==> src/include/fetch_cfg.svh <==
// --------------------
// Build-time sizing of the fetch front end
// IMEM_AW must equal log2(IMEM_WORDS)
// FETCH_START_ADDR must be word aligned and inside the memory
// --------------------
`ifndef FETCH_CFG_SVH
`define FETCH_CFG_SVH

`define FETCH_START_ADDR 32'h0000_0000 // Pc value out of reset
`define IMEM_WORDS       256           // Instruction memory depth in words
`define IMEM_AW          8             // Word index width
`define FETCH_TAG_W      3             // Flush tag width, wraps silently

`endif

==> src/logic/mem_pkg.sv <==
// --------------------
// Shared instruction memory port
// Only two owners exist, fetch and the APB loader
// --------------------
`include "fetch_cfg.svh"

package mem_pkg;

    typedef logic [`IMEM_AW-1:0] word_idx_t; // Byte address bits IMEM_AW+1:2

    // Who drives the memory port in the current cycle
    typedef enum logic {
        OWNER_FETCH  = 1'b0,
        OWNER_LOADER = 1'b1
    } owner_e;

endpackage

==> src/logic/imem_arbiter.sv <==
// --------------------
// One memory port, two masters
// Loader gets the port one cycle after it asks and keeps it for one cycle
// Fetch stall is registered, no path from loader request to fetch address
// --------------------
module imem_arbiter (
    input  logic               clk,
    input  logic               reset,
    input  mem_pkg::word_idx_t f_idx_i,
    input  logic               ld_req_i,
    input  logic               ld_we_i,
    input  mem_pkg::word_idx_t ld_idx_i,
    input  logic [31:0]        ld_wdata_i,
    output logic               ld_gnt_o,
    output logic               fetch_stall_o,
    output logic               mem_en_o,
    output logic               mem_we_o,
    output mem_pkg::word_idx_t mem_idx_o,
    output logic [31:0]        mem_wdata_o
);

    mem_pkg::owner_e owner_q;

    assign ld_gnt_o = ld_req_i && (owner_q == mem_pkg::OWNER_LOADER);

    // Loader wins on any pending request, port goes back to fetch after the grant
    always_ff @(posedge clk) begin
        if (reset) begin
            owner_q <= mem_pkg::OWNER_FETCH;
        end else if (ld_req_i && !ld_gnt_o) begin
            owner_q <= mem_pkg::OWNER_LOADER;
        end else begin
            owner_q <= mem_pkg::OWNER_FETCH;
        end
    end

    assign fetch_stall_o = (owner_q == mem_pkg::OWNER_LOADER);

    // Fetch reads every cycle it owns the port
    assign mem_en_o    = fetch_stall_o ? ld_gnt_o : 1'b1;
    assign mem_we_o    = ld_gnt_o && ld_we_i;               // Fetch never writes
    assign mem_idx_o   = fetch_stall_o ? ld_idx_i : f_idx_i;
    assign mem_wdata_o = ld_wdata_i;                        // Only sampled on a loader write

endmodule

==> config.mk <==
export PLATFORM = sky130hd
export DESIGN_NAME = imem_arbiter
export DESIGN_NICKNAME = d
export VERILOG_FILES = /design/src/logic/mem_pkg.sv /design/src/logic/imem_arbiter.sv
export VERILOG_INCLUDE_DIRS = /design/src /design/src/include
export SDC_FILE = /design/constraint.sdc
export NUM_CORES = 1
export LEC_CHECK = 0
export ABC_AREA = 1
export ABC_CLOCK_PERIOD_IN_PS = 1750
export BUFFER_PORTS_ARGS = -buffer_cell sky130_fd_sc_hd__buf_2
export CAP_MARGIN = 15
export CELL_PAD_IN_SITES_DETAIL_PLACEMENT = 1
export CELL_PAD_IN_SITES_GLOBAL_PLACEMENT = 1
export CORE_ASPECT_RATIO = 0.7
export CORE_MARGIN = 2
export CORE_UTILIZATION = 11
export CTS_CLUSTER_SIZE = 14
export DETAILED_ROUTE_END_ITERATION = 10
export HOLD_SLACK_MARGIN = 0.1
export PLACE_DENSITY = 0.81
export SYNTH_ARGS = -nofsm -noshare
export SYNTH_HDL_FRONTEND = slang
export SYNTH_SLANG_ARGS = --single-unit
==> constraint.sdc <==
create_clock -name clk -period 1.75 [get_ports clk]
set_clock_uncertainty 0.05 [all_clocks]
set_input_delay 0.0875 -clock clk [delete_from_list [all_inputs] [get_ports clk]]
set_output_delay 0.0875 -clock clk [all_outputs]
set_load 0.02 [all_outputs]
# --- Word-level counts from Yosys, hierarchy flattened ---
# Cells that the tools add are included.
totals:
  register_bits: 1
  word_cells: 8
  input_bits: 52
op_classes:
  n_mux: 3
  n_reduce_logical: 4
ops:
  columns: ["op", "n"]
  rows:
  - ["2-to-1 mux 8 bit", 1]
  - ["logical AND 1 bit", 3]
  - ["2-to-1 mux 1 bit", 2]
  - ["zero test 1 bit", 1]

# --- Longest topological paths before layout ---
# Gate-level depths: netlist (run 1).
depth:
  depth_word: 4
  ltp_mapped: 4

# --- Least setup slack after synthesis (run 1) ---
# Ideal clock, no wire load.
synth_timing:
  kind: "flip-flop to output port"
  startpoint: "register owner_q, in the netlist fetch_stall_o"
  endpoint: "output port mem_we_o"
  required_ns: 1.612
  t_arrival_ns: 0.953
  path_buffers: 1
  stages_incl_launch_ff: 4
  path_slack_ns: 0.660
  cell_sequence: "dfxtp_1 buf_6 nand2_1 nor2_1"
synth_between:
  elab_chain_len: 2
synth_rtl:
  columns: ["element", "line_no", "rtl"]
  rows:
  - ["start, declared", "imem_arbiter.sv:22", "mem_pkg::owner_e owner_q;"]
  - ["start signal, assigned", "imem_arbiter.sv:29", "owner_q <= mem_pkg::OWNER_FETCH;"]
  - ["start signal, assigned", "imem_arbiter.sv:31", "owner_q <= mem_pkg::OWNER_LOADER;"]
  - ["start signal, assigned", "imem_arbiter.sv:33", "owner_q <= mem_pkg::OWNER_FETCH;"]
  - ["logical AND 1 bit", "imem_arbiter.sv:24", "assign ld_gnt_o = ld_req_i && (owner_q == mem_pkg::OWNER_LOADER);"]
  - ["logical AND 1 bit", "imem_arbiter.sv:41", "assign mem_we_o = ld_gnt_o && ld_we_i;"]
  - ["end, declared", "imem_arbiter.sv:17", "output logic mem_we_o,"]
# No other way between the ends.

# --- Worst setup path after layout (run 1) ---
layout_timing:
  startpoint: "register owner_q, in the netlist fetch_stall_o"
  endpoint: "output port mem_en_o"
layout_between:
  elab_chain_len: 2
layout_rtl:
  columns: ["element", "line_no", "rtl"]
  rows:
  - ["logical AND 1 bit", "imem_arbiter.sv:24", null]
  - ["2-to-1 mux 1 bit *", "imem_arbiter.sv:40", "assign mem_en_o = fetch_stall_o ? ld_gnt_o : 1'b1;"]
  - ["end, declared", "imem_arbiter.sv:16", "output logic mem_en_o,"]
# Mark *: on every way between the ends. The rest lies on a longest branch, timed or not.

==> results of run 1 <==
[worst paths after layout]
check | endpoint | slack, ns
worst max-delay path | mem_en_o | 0.70
worst max register to register | fetch_stall_o | 0.94
worst min-delay path | mem_wdata_o[12] | 0.13
worst min register to register | fetch_stall_o | 0.62
[routing by layer]
| metal | part of all wire (%) | vias up |
|---|---|---|
| li1 | - | 161 |
| met1 | 43 | 140 |
| met2 | 43 | 25 |
| met3 | 13 | 2 |
| met4 | 0.43 | 0 |
| met5 | 0 | - |
[where the power goes]
group,internal (mW),switching (mW),total (mW),leakage [nW]
clock network,0,0,0,0
logic,0.0376,0.0532,0.0908,0.227
registers,0.0246,0.00264,0.0273,0.00829
[synthesized netlist by cell type]
| library cell | instances |
|---|---|
| dfxtp_1 | 1 |
| buf_6 | 1 |
| or2_1 | 1 |
| nor2_1 | 2 |
| buf_4 | 32 |
| nand2_1 | 26 |
| inv_4 | 1 |
| inv_1 | 2 |
[placed cells by master (no fill, tap or decap)]
master / count
buf_4: 1
nand2_1: 26
dfxtp_1: 1
or2_1: 1
nor2_1: 2
inv_1: 2
inv_4: 1
buf_2: 31
[kinds of logic after synthesis]
| kind of cell | after synthesis |
|---|---|
| and+or+nand+nor | 29 |
| DFF | 1 |
| buffers and inverters | 36 |
[cell type report]
| type | instances | area (um^2) |
|---|---|---|
| fillers | 453 | 3120 |
| repair buffers | 32 | 163 |
| multi-input cells | 29 | 111 |
| well taps | 50 | 62.6 |
| flip-flops and latches | 1 | 20.0 |
| inverters | 3 | 13.8 |
[through the flow]
step / cells / worst slack, ns / utilization, %
after floorplan: 66 / 0.660 / -
after global placement: 115 / 0.732 / 10.6
after detailed placement: 115 / 0.669 / 10.6
after CTS: 115 / 0.668 / 10.6
after global routing: 115 / 0.590 / 10.6
final: 115 / 0.699 / 10.6
==> impl_metrics.tcl, run 1 <==
set metrics [dict create \
    hold_viol_final 0 \
    track_usage_pct 4.01 \
    dp_hpwl_um 826 \
    synth_top_cell_by_area "buf_4" \
    die_area_um2 4110 \
    wl_per_cell_um 8.17 \
    num_rows 18 \
    drt-vias-per-instance 2.85 \
    fp.dieW_um 75.8 \
    grt_first_pass_wirelength_mm 1.28 \
    relSlewSlack_pct 83.0 \
    syn_inst 66 \
    total_power_mw 0.118 \
    antenna_found_initial 0 \
    fin_crit_sh_pct 60.1 \
    netlist.area_leader.share_pct 60.6 \
    use_met1_pct 5.13 \
    clock.fmax_mhz 951 \
    ys_seq_area_share_pct 5.05 \
    gp_congestion 0.574 \
    final_layout_size_suffix_gt1_share_pct 50.8 \
    worstSetupStartpoint "fetch_stall_o" \
    nNetsFinal 119 \
    cts_hold_buf 0 \
    crit_required_ns 1.61 \
    port_buffers 31 \
    dr.pass1.iters 3 \
    syn_avg_cell_area_um2 6.01 \
    worstSkewPairLatency_ns 0 \
    grt_busiest_layer "met2" \
    worstMarginPinSlew_ns 0.254 \
    powerDensity_nw_per_um2 319 \
    cts_setup_buffers 0 \
    synth_compound_area_share_pct 0 \
    cts_resized 0 \
    drv_cap 0 \
    largest_reg_flops 1 \
    path_class "register to output pin" \
    fp.coreArea_um2 3490 \
    grtUsageMet3_pct 1.47 \
    area_growth_pct -6.62 \
    cp_max_fo 10 \
    rr_worst_depth 3 \
    regToRegStartpoint "fetch_stall_o" \
    syn-cell-area_um2 397 \
    hp-class "input port to output pin" \
    synthTopCellsByArea "buf_4, nand2_1, dfxtp_1, buf_6, inv_1" \
    route.detailed.drc 0 \
    synthXorXnorAreaFrac_pct 0 \
    whs_ns 0.125 \
    crit_path_end_kind "output pin" \
    tns_ns 0 \
    arrival_ns 0.91 \
    total_leakage_power_nw 0.235 \
    drv_slew 0 \
    critPathBufInv 2 \
    path_delay_family "flip-flops" \
    synth_cell_types 8 \
    synth_nets 118 \
    first_iter_violations 1 \
    cpPeakStageDelay_ns 0.44 \
    cp-start-kind "register" \
    final_area_um2 370 \
    fin_crit_ns 1.05 \
    yosysWarnings 0 \
    rsz0062_at_grt "no" \
    path_depth 3 \
    antenna_cells 0 \
    synth-simple-area-share_pct 28.1 \
    hold_start "ld_wdata_i[12]" \
    grt_max_degree 11 \
    crit_path_top_delay_cell "dfxtp_1" \
    crit_chain "inv_4 -> or2_1 -> buf_2" \
    ant_nets 0 \
    synth_top_family_by_area "buffers and inverters" \
    grtUsageMet2_pct 6.47 \
    overflow 0 \
    synthMuxAreaShare_pct 0 \
    status "complete, no violations" \
    min_path_cells 0 \
    clkTransAtPathRegs_ns 0 \
    chipHeight_um 54.2 \
    drt-total-wl_um 940 \
    dpl_cell_area_um2 370 \
    peakVddDrop_uv 46.2 \
    grt_pass1_vias 289 \
    synth_fa_ha_area_share_pct 0 \
    io_pins 96 \
    num_vias 328 \
    finalSetupViolCount 0 \
    start_util_pct 11.4 \
    synth-seq-cells 1 \
]
(Power assumes the default switching activity.)
==> inputs of run 2 (changes only) <==
--- a/config.mk
+++ b/config.mk
@@ -6,19 +6,19 @@
 export SDC_FILE = /design/constraint.sdc
 export NUM_CORES = 1
 export LEC_CHECK = 0
-export ABC_AREA = 1
-export ABC_CLOCK_PERIOD_IN_PS = 1750
+export ABC_AREA = 0
+export ABC_CLOCK_PERIOD_IN_PS = 800
 export BUFFER_PORTS_ARGS = -buffer_cell sky130_fd_sc_hd__buf_2
 export CAP_MARGIN = 15
 export CELL_PAD_IN_SITES_DETAIL_PLACEMENT = 1
 export CELL_PAD_IN_SITES_GLOBAL_PLACEMENT = 1
 export CORE_ASPECT_RATIO = 0.7
 export CORE_MARGIN = 2
-export CORE_UTILIZATION = 11
+export CORE_UTILIZATION = 10
 export CTS_CLUSTER_SIZE = 14
 export DETAILED_ROUTE_END_ITERATION = 10
 export HOLD_SLACK_MARGIN = 0.1
-export PLACE_DENSITY = 0.81
+export PLACE_DENSITY = 0.71
 export SYNTH_ARGS = -nofsm -noshare
 export SYNTH_HDL_FRONTEND = slang
 export SYNTH_SLANG_ARGS = --single-unit
==> constraint.sdc (replaced) <==
create_clock -name clk -period 0.8 [get_ports clk]
set_clock_uncertainty 0.05 [all_clocks]
set_input_delay 0.04 -clock clk [delete_from_list [all_inputs] [get_ports clk]]
set_output_delay 0.04 -clock clk [all_outputs]
set_load 0.02 [all_outputs]
==> run 2 against run 1 <==
Compared with the run above:
- the flow now finishes with violations (setup timing)
- via count is 18% higher
- setup slack worse by 0.92 ns
- sequential power is 110% higher
- combinational power grew to 6.1 times the previous value
- critical path depth stayed put
- routed wire length is 86% higher
- utilization is 11 points higher
- synthesized cell count is 30% lower
- global-route usage is 2.0 points higher
- synthesized area is 3.5% higher
- critical path type unchanged
==> impl_metrics.tcl, run 2 <==
set metrics [dict create \
    drv_cap 0 \
    total_leakage_power_nw 0.457 \
    grt_first_pass_wirelength_mm 2.19 \
    track_usage_pct 6.05 \
    chipHeight_um 57.6 \
    layout_common_cells "dlygate4sd3_1, buf_2, buf_6" \
    antenna_found_initial 0 \
    io_pins 96 \
    gp_congestion 0.636 \
    num_vias 388 \
    nNetsFinal 134 \
    p_seq_share_pct 9.4 \
    relSlewSlack_pct 82.8 \
    p_switching_mw 0.269 \
    netlist.area_leader.share_pct 58.5 \
    rsz0062_at_grt "yes" \
    ys_async_sr_fraction_pct 0 \
    dpl_cell_area_um2 397 \
    stdcell_count 132 \
    port_buffers 31 \
    synth_top_cell_by_area "buf_4" \
    drt-vias-per-instance 2.94 \
    cp-start-kind "register" \
    switching_share_pct 43.7 \
    drt-total-wl_mm 1.75 \
    powerDensity_nw_per_um2 717 \
    ys_seq_area_share_pct 4.88 \
    tns_ns -2.11 \
    clkTransAtPathRegs_ns 0 \
    largest_reg_flops 1 \
    area_growth_pct 109 \
    power_frac_comb_pct 90.6 \
    fin_crit_sh_pct 127 \
    peakVddDrop_uv 170 \
    synth_edf_count 0 \
    wl_per_cell_um 13.3 \
    p_int_mw 0.347 \
    crit_required_ns 0.71 \
    start_util_pct 10.5 \
    antenna_cells 0 \
    syn-cell-area_um2 410 \
    num_rows 19 \
    dr.pass1.iters 2 \
    clock.fmax_mhz 981 \
    finalSetupViolCount 13 \
    synth-seq-cells 1 \
    die_area_um2 4640 \
    syn_inst 46 \
    hp-class "input port to register" \
    hold_viol_final 0 \
    overflow 0 \
    synth-main-ff-cell "dfxtp_1" \
    ant_nets 0 \
    synthTopCellsByArea "buf_4, mux2_4, mux2_2, dfxtp_1, buf_6" \
    syn_avg_cell_area_um2 8.92 \
    final_area_um2 858 \
    final_common_cell "dlygate4sd3_1" \
    fin_ws_ns -0.219 \
    synth_cell_types 9 \
    dp_hpwl_um 776 \
    fin_crit_ns 1.02 \
    synth_nets 98 \
    fp.dieW_um 80.6 \
    final_layout_size_suffix_gt1_share_pct 58.8 \
    status "finished, violations left" \
    path_class "register to output pin" \
    grt_max_degree 6 \
    yosysMostFrequentCell "buf_4" \
    violations "setup timing" \
    place_inst 97 \
    yosysWarnings 0 \
    worstMarginPinSlew_ns 0.259 \
    worstSkewPairLatency_ns 0 \
    cp_max_fo 5 \
    drv_slew 0 \
    route.detailed.drc 0 \
    crit_path_end_kind "output pin" \
    yosys-top-cells-count "buf_4, mux2_4, mux2_2" \
    arrival_ns 0.93 \
    pwr-share-clk_pct 0 \
    first_iter_violations 16 \
    grt_pass1_vias 403 \
    fp.coreArea_um2 3920 \
]
## run 2: changes by cell type after synthesis, moves of 2 or more
cell / change
inv_1: -2
nand2_1: -26
mux2_2: +2
mux2_4: +6
nor2_1: -2
## run 2: worst paths after layout
check                     start             to  slack, ns  cells after the start
setup / recovery  fetch_stall_o   mem_idx_o[3]      -0.22                      3
hold / removal            reset  fetch_stall_o       0.15                      2
setup reg to reg  fetch_stall_o  fetch_stall_o          0                      2
hold reg to reg   fetch_stall_o  fetch_stall_o       0.54                      2
## run 2: critical path, cell delays in order (launching register included)
cell	delay, ns
dfxtp_4	0.35
buf_6	0.13
mux2_4	0.31
buf_6	0.13
## run 2: timing repair
item / 4_1_cts / 5_1_grt
hold buffers: 32 / 0
setup buffers: 3 / 0
setup endpoints to repair: 12 / 21
endpoints found under the hold margin: 32 / 0
resized for setup: 25 / 10
## run 2: power by group through the flow
| stage | clock network [mW] | logic (mW) | registers, mW |
|---|---|---|---|
| global placement | 0 | 0.203 | 0.0657 |
| floorplan | 0 | 0.360 | 0.0601 |
| finish | 0 | 0.557 | 0.0576 |
| detailed placement | 0 | 0.205 | 0.0660 |
| global route | 0 | 0.576 | 0.0589 |
| CTS | 0 | 0.539 | 0.0576 |
## run 2: cell type report
class	instances	area, um^2
fillers	446	3060
well taps	52	65.1
multi-input cells	12	156
flip-flops and latches	1	23.8
repair buffers	67	613
## run 2: per-stage QoR
stage | hold WS [ns] | util [%] | setup slack [ns] | total power [mW]
final | 0.146 | 21.9 | -0.219 | 0.615
after global routing | 0.155 | 21.9 | -0.242 | 0.635
after CTS | 0.151 | 21.2 | -0.215 | 0.596
after detailed placement | 0.0301 | 10.1 | -0.228 | 0.271
after global placement | 0.0301 | 10.1 | -0.220 | 0.268
after floorplan | 0.0561 | - | -0.148 | 0.420
## run 2: logic make-up (layout without fill, tap and decap cells)
| family | after synthesis | in the layout | share of synthesized area [%] |
|---|---|---|---|
| flops | 1 | 1 | 4.88 |
| mux | 8 | 8 | 27.4 |
| simple gates | 4 | 4 | 6.41 |
| buf+inv | 33 | 67 | 61.3 |
## run 2: layer usage
| metal | track usage, % | part of all wire (%) | vias up |
|---|---|---|---|
| li1 | - | - | 183 |
| met1 | 5.43 | 27 | 183 |
| met2 | 14.0 | 67 | 18 |
| met3 | 0.158 | 3.4 | 4 |
| met4 | 1.69 | 2.4 | 0 |
| met5 | 0 | 0 | - |
==> inputs of run 3 (changes only) <==
==> constraint.sdc (replaced) <==
create_clock -name clk -period 0.8 [get_ports clk]
set_clock_uncertainty 0.05 [all_clocks]
set_input_delay 0.04 -clock clk [delete_from_list [all_inputs] [get_ports clk]]
set_output_delay 0.04 -clock clk [all_outputs]
set_load 0.05 [all_outputs]
==> run 3 against run 2 <==
Compared with the run above:
- the run still ends with setup timing left
- global-route usage decreased by 1.0 points
- routed wire length down 20%
- design area grew 5.0%
- critical path depth stayed put
- setup slack got worse by 0.0082 ns
- first-iteration DRC count shrank 25%
- sequential power increased by 0.7%
- via count up 4.1%
- flip-flop and latch count stayed put
- fmax fell by 0.80%
- cell count down 1.5%
- combinational power up 51%
==> impl_metrics.tcl, run 3 (synthesis results as in run 2) <==
set metrics [dict create \
    status "finished, violations left" \
    violations "setup timing" \
    track_usage_pct 5.03 \
    num_rows 19 \
    layout_common_cells "dlymetal6s4s_1, buf_2, buf_6" \
    crit_path_end_kind "output pin" \
    start_util_pct 10.5 \
    gp_congestion 0.587 \
    ant_nets 0 \
    hp-class "input port to register" \
    antenna_cells 0 \
    overflow 0 \
    grtUsageMet3_pct 0.633 \
    largest_reg_flops 1 \
    use_met1_pct 3.81 \
    peakVddDrop_uv 216 \
    arrival_ns 0.94 \
    grt_busiest_layer "met2" \
    nFillCells 438 \
    whs_ns 0.153 \
    finalSetupViolCount 12 \
    stdcell_count 130 \
    grt_first_pass_wirelength_mm 1.86 \
    worstSkewPairLatency_ns 0 \
    nNetsFinal 132 \
    path_class "register to output pin" \
    worstMarginPinSlew_ns 0.518 \
    drv_cap 0 \
    fp.coreArea_um2 3920 \
    die_area_um2 4640 \
    relSlewSlack_pct 65.6 \
    area_growth_pct 120 \
    chipHeight_um 57.6 \
    io_pins 96 \
    place_inst 96 \
    final_common_cell "dlymetal6s4s_1" \
    powerDensity_nw_per_um2 1000 \
    drv_slew 0 \
    clkTransAtPathRegs_ns 0 \
    dr.pass1.iters 2 \
    drt-vias-per-instance 3.11 \
    antenna_found_initial 0 \
    final_area_um2 901 \
    port_buffers 31 \
    first_iter_violations 12 \
    num_vias 404 \
    final_util_pct 23.0 \
    crit_required_ns 0.71 \
    route.detailed.drc 0 \
    final_layout_size_suffix_gt1_share_pct 56.4 \
    tns_ns -1.81 \
    rsz0062_at_grt "yes" \
    cp_max_fo 5 \
    fin_crit_ns 1.03 \
    hold_viol_final 0 \
    cp-start-kind "register" \
    wl_per_cell_um 10.8 \
    fp.dieW_um 80.6 \
    fin_crit_sh_pct 128 \
    dpl_cell_area_um2 387 \
    fin_ws_ns -0.228 \
    grtUsageMet2_pct 12.9 \
    total_leakage_power_nw 0.653 \
    drt-total-wl_mm 1.41 \
    grt_max_degree 7 \
    grt_pass1_vias 387 \
    clock.fmax_mhz 973 \
]
==> run 3: final timing paths <==
path                                       to  slack, ns          start  cells after the start
worst min-delay path            fetch_stall_o       0.15          reset                      2
worst max-delay path             mem_idx_o[0]      -0.23  fetch_stall_o                      3
worst min register to register  fetch_stall_o       0.53  fetch_stall_o                      2
worst max register to register  fetch_stall_o      -0.01  fetch_stall_o                      2
==> run 3: per-layer routing <==
layer	wire length (um)	share of wire, %
met3	190	14
met4	0	0
met2	942	67
met5	0	0
met1	272	19
==> run 3: worst max-delay path: stages (launching register included) <==
cell	delay, ns
dfxtp_4	0.36
buf_12	0.12
mux2_4	0.30
buf_6	0.15
==> run 3: power breakdown <==
group / leakage, nW / switching (mW) / internal [mW]
clock network: 0 / 0 / 0
logic: 0.644 / 0.537 / 0.305
registers: 0.00892 / 0.00532 / 0.0527
total: 0.653 / 0.543 / 0.358
==> run 3: stage by stage <==
stage | power (mW) | setup slack, ns
5_1_grt | 0.925 | -0.258
2_1_floorplan | 0.713 | -0.274
3_3_place_gp | 0.355 | -0.284
4_1_cts | 0.878 | -0.231
6_report | 0.900 | -0.228
3_5_place_dp | 0.362 | -0.304
==> run 3: cell type report <==
type,count,area [um^2],area share (%)
sequential,1,23.8,2.64
timing repair buffer,65,666,73.9
tap,52,65.1,7.22
multi-input combinational,12,146,16.2
==> run 3: repair_timing <==
item	in CTS	in global routing
hold buffers	32	0
hold endpoints to repair	32	0
setup buffers	2	0
pin swaps	1	0
resized for setup	26	34
setup endpoints to repair	12	44
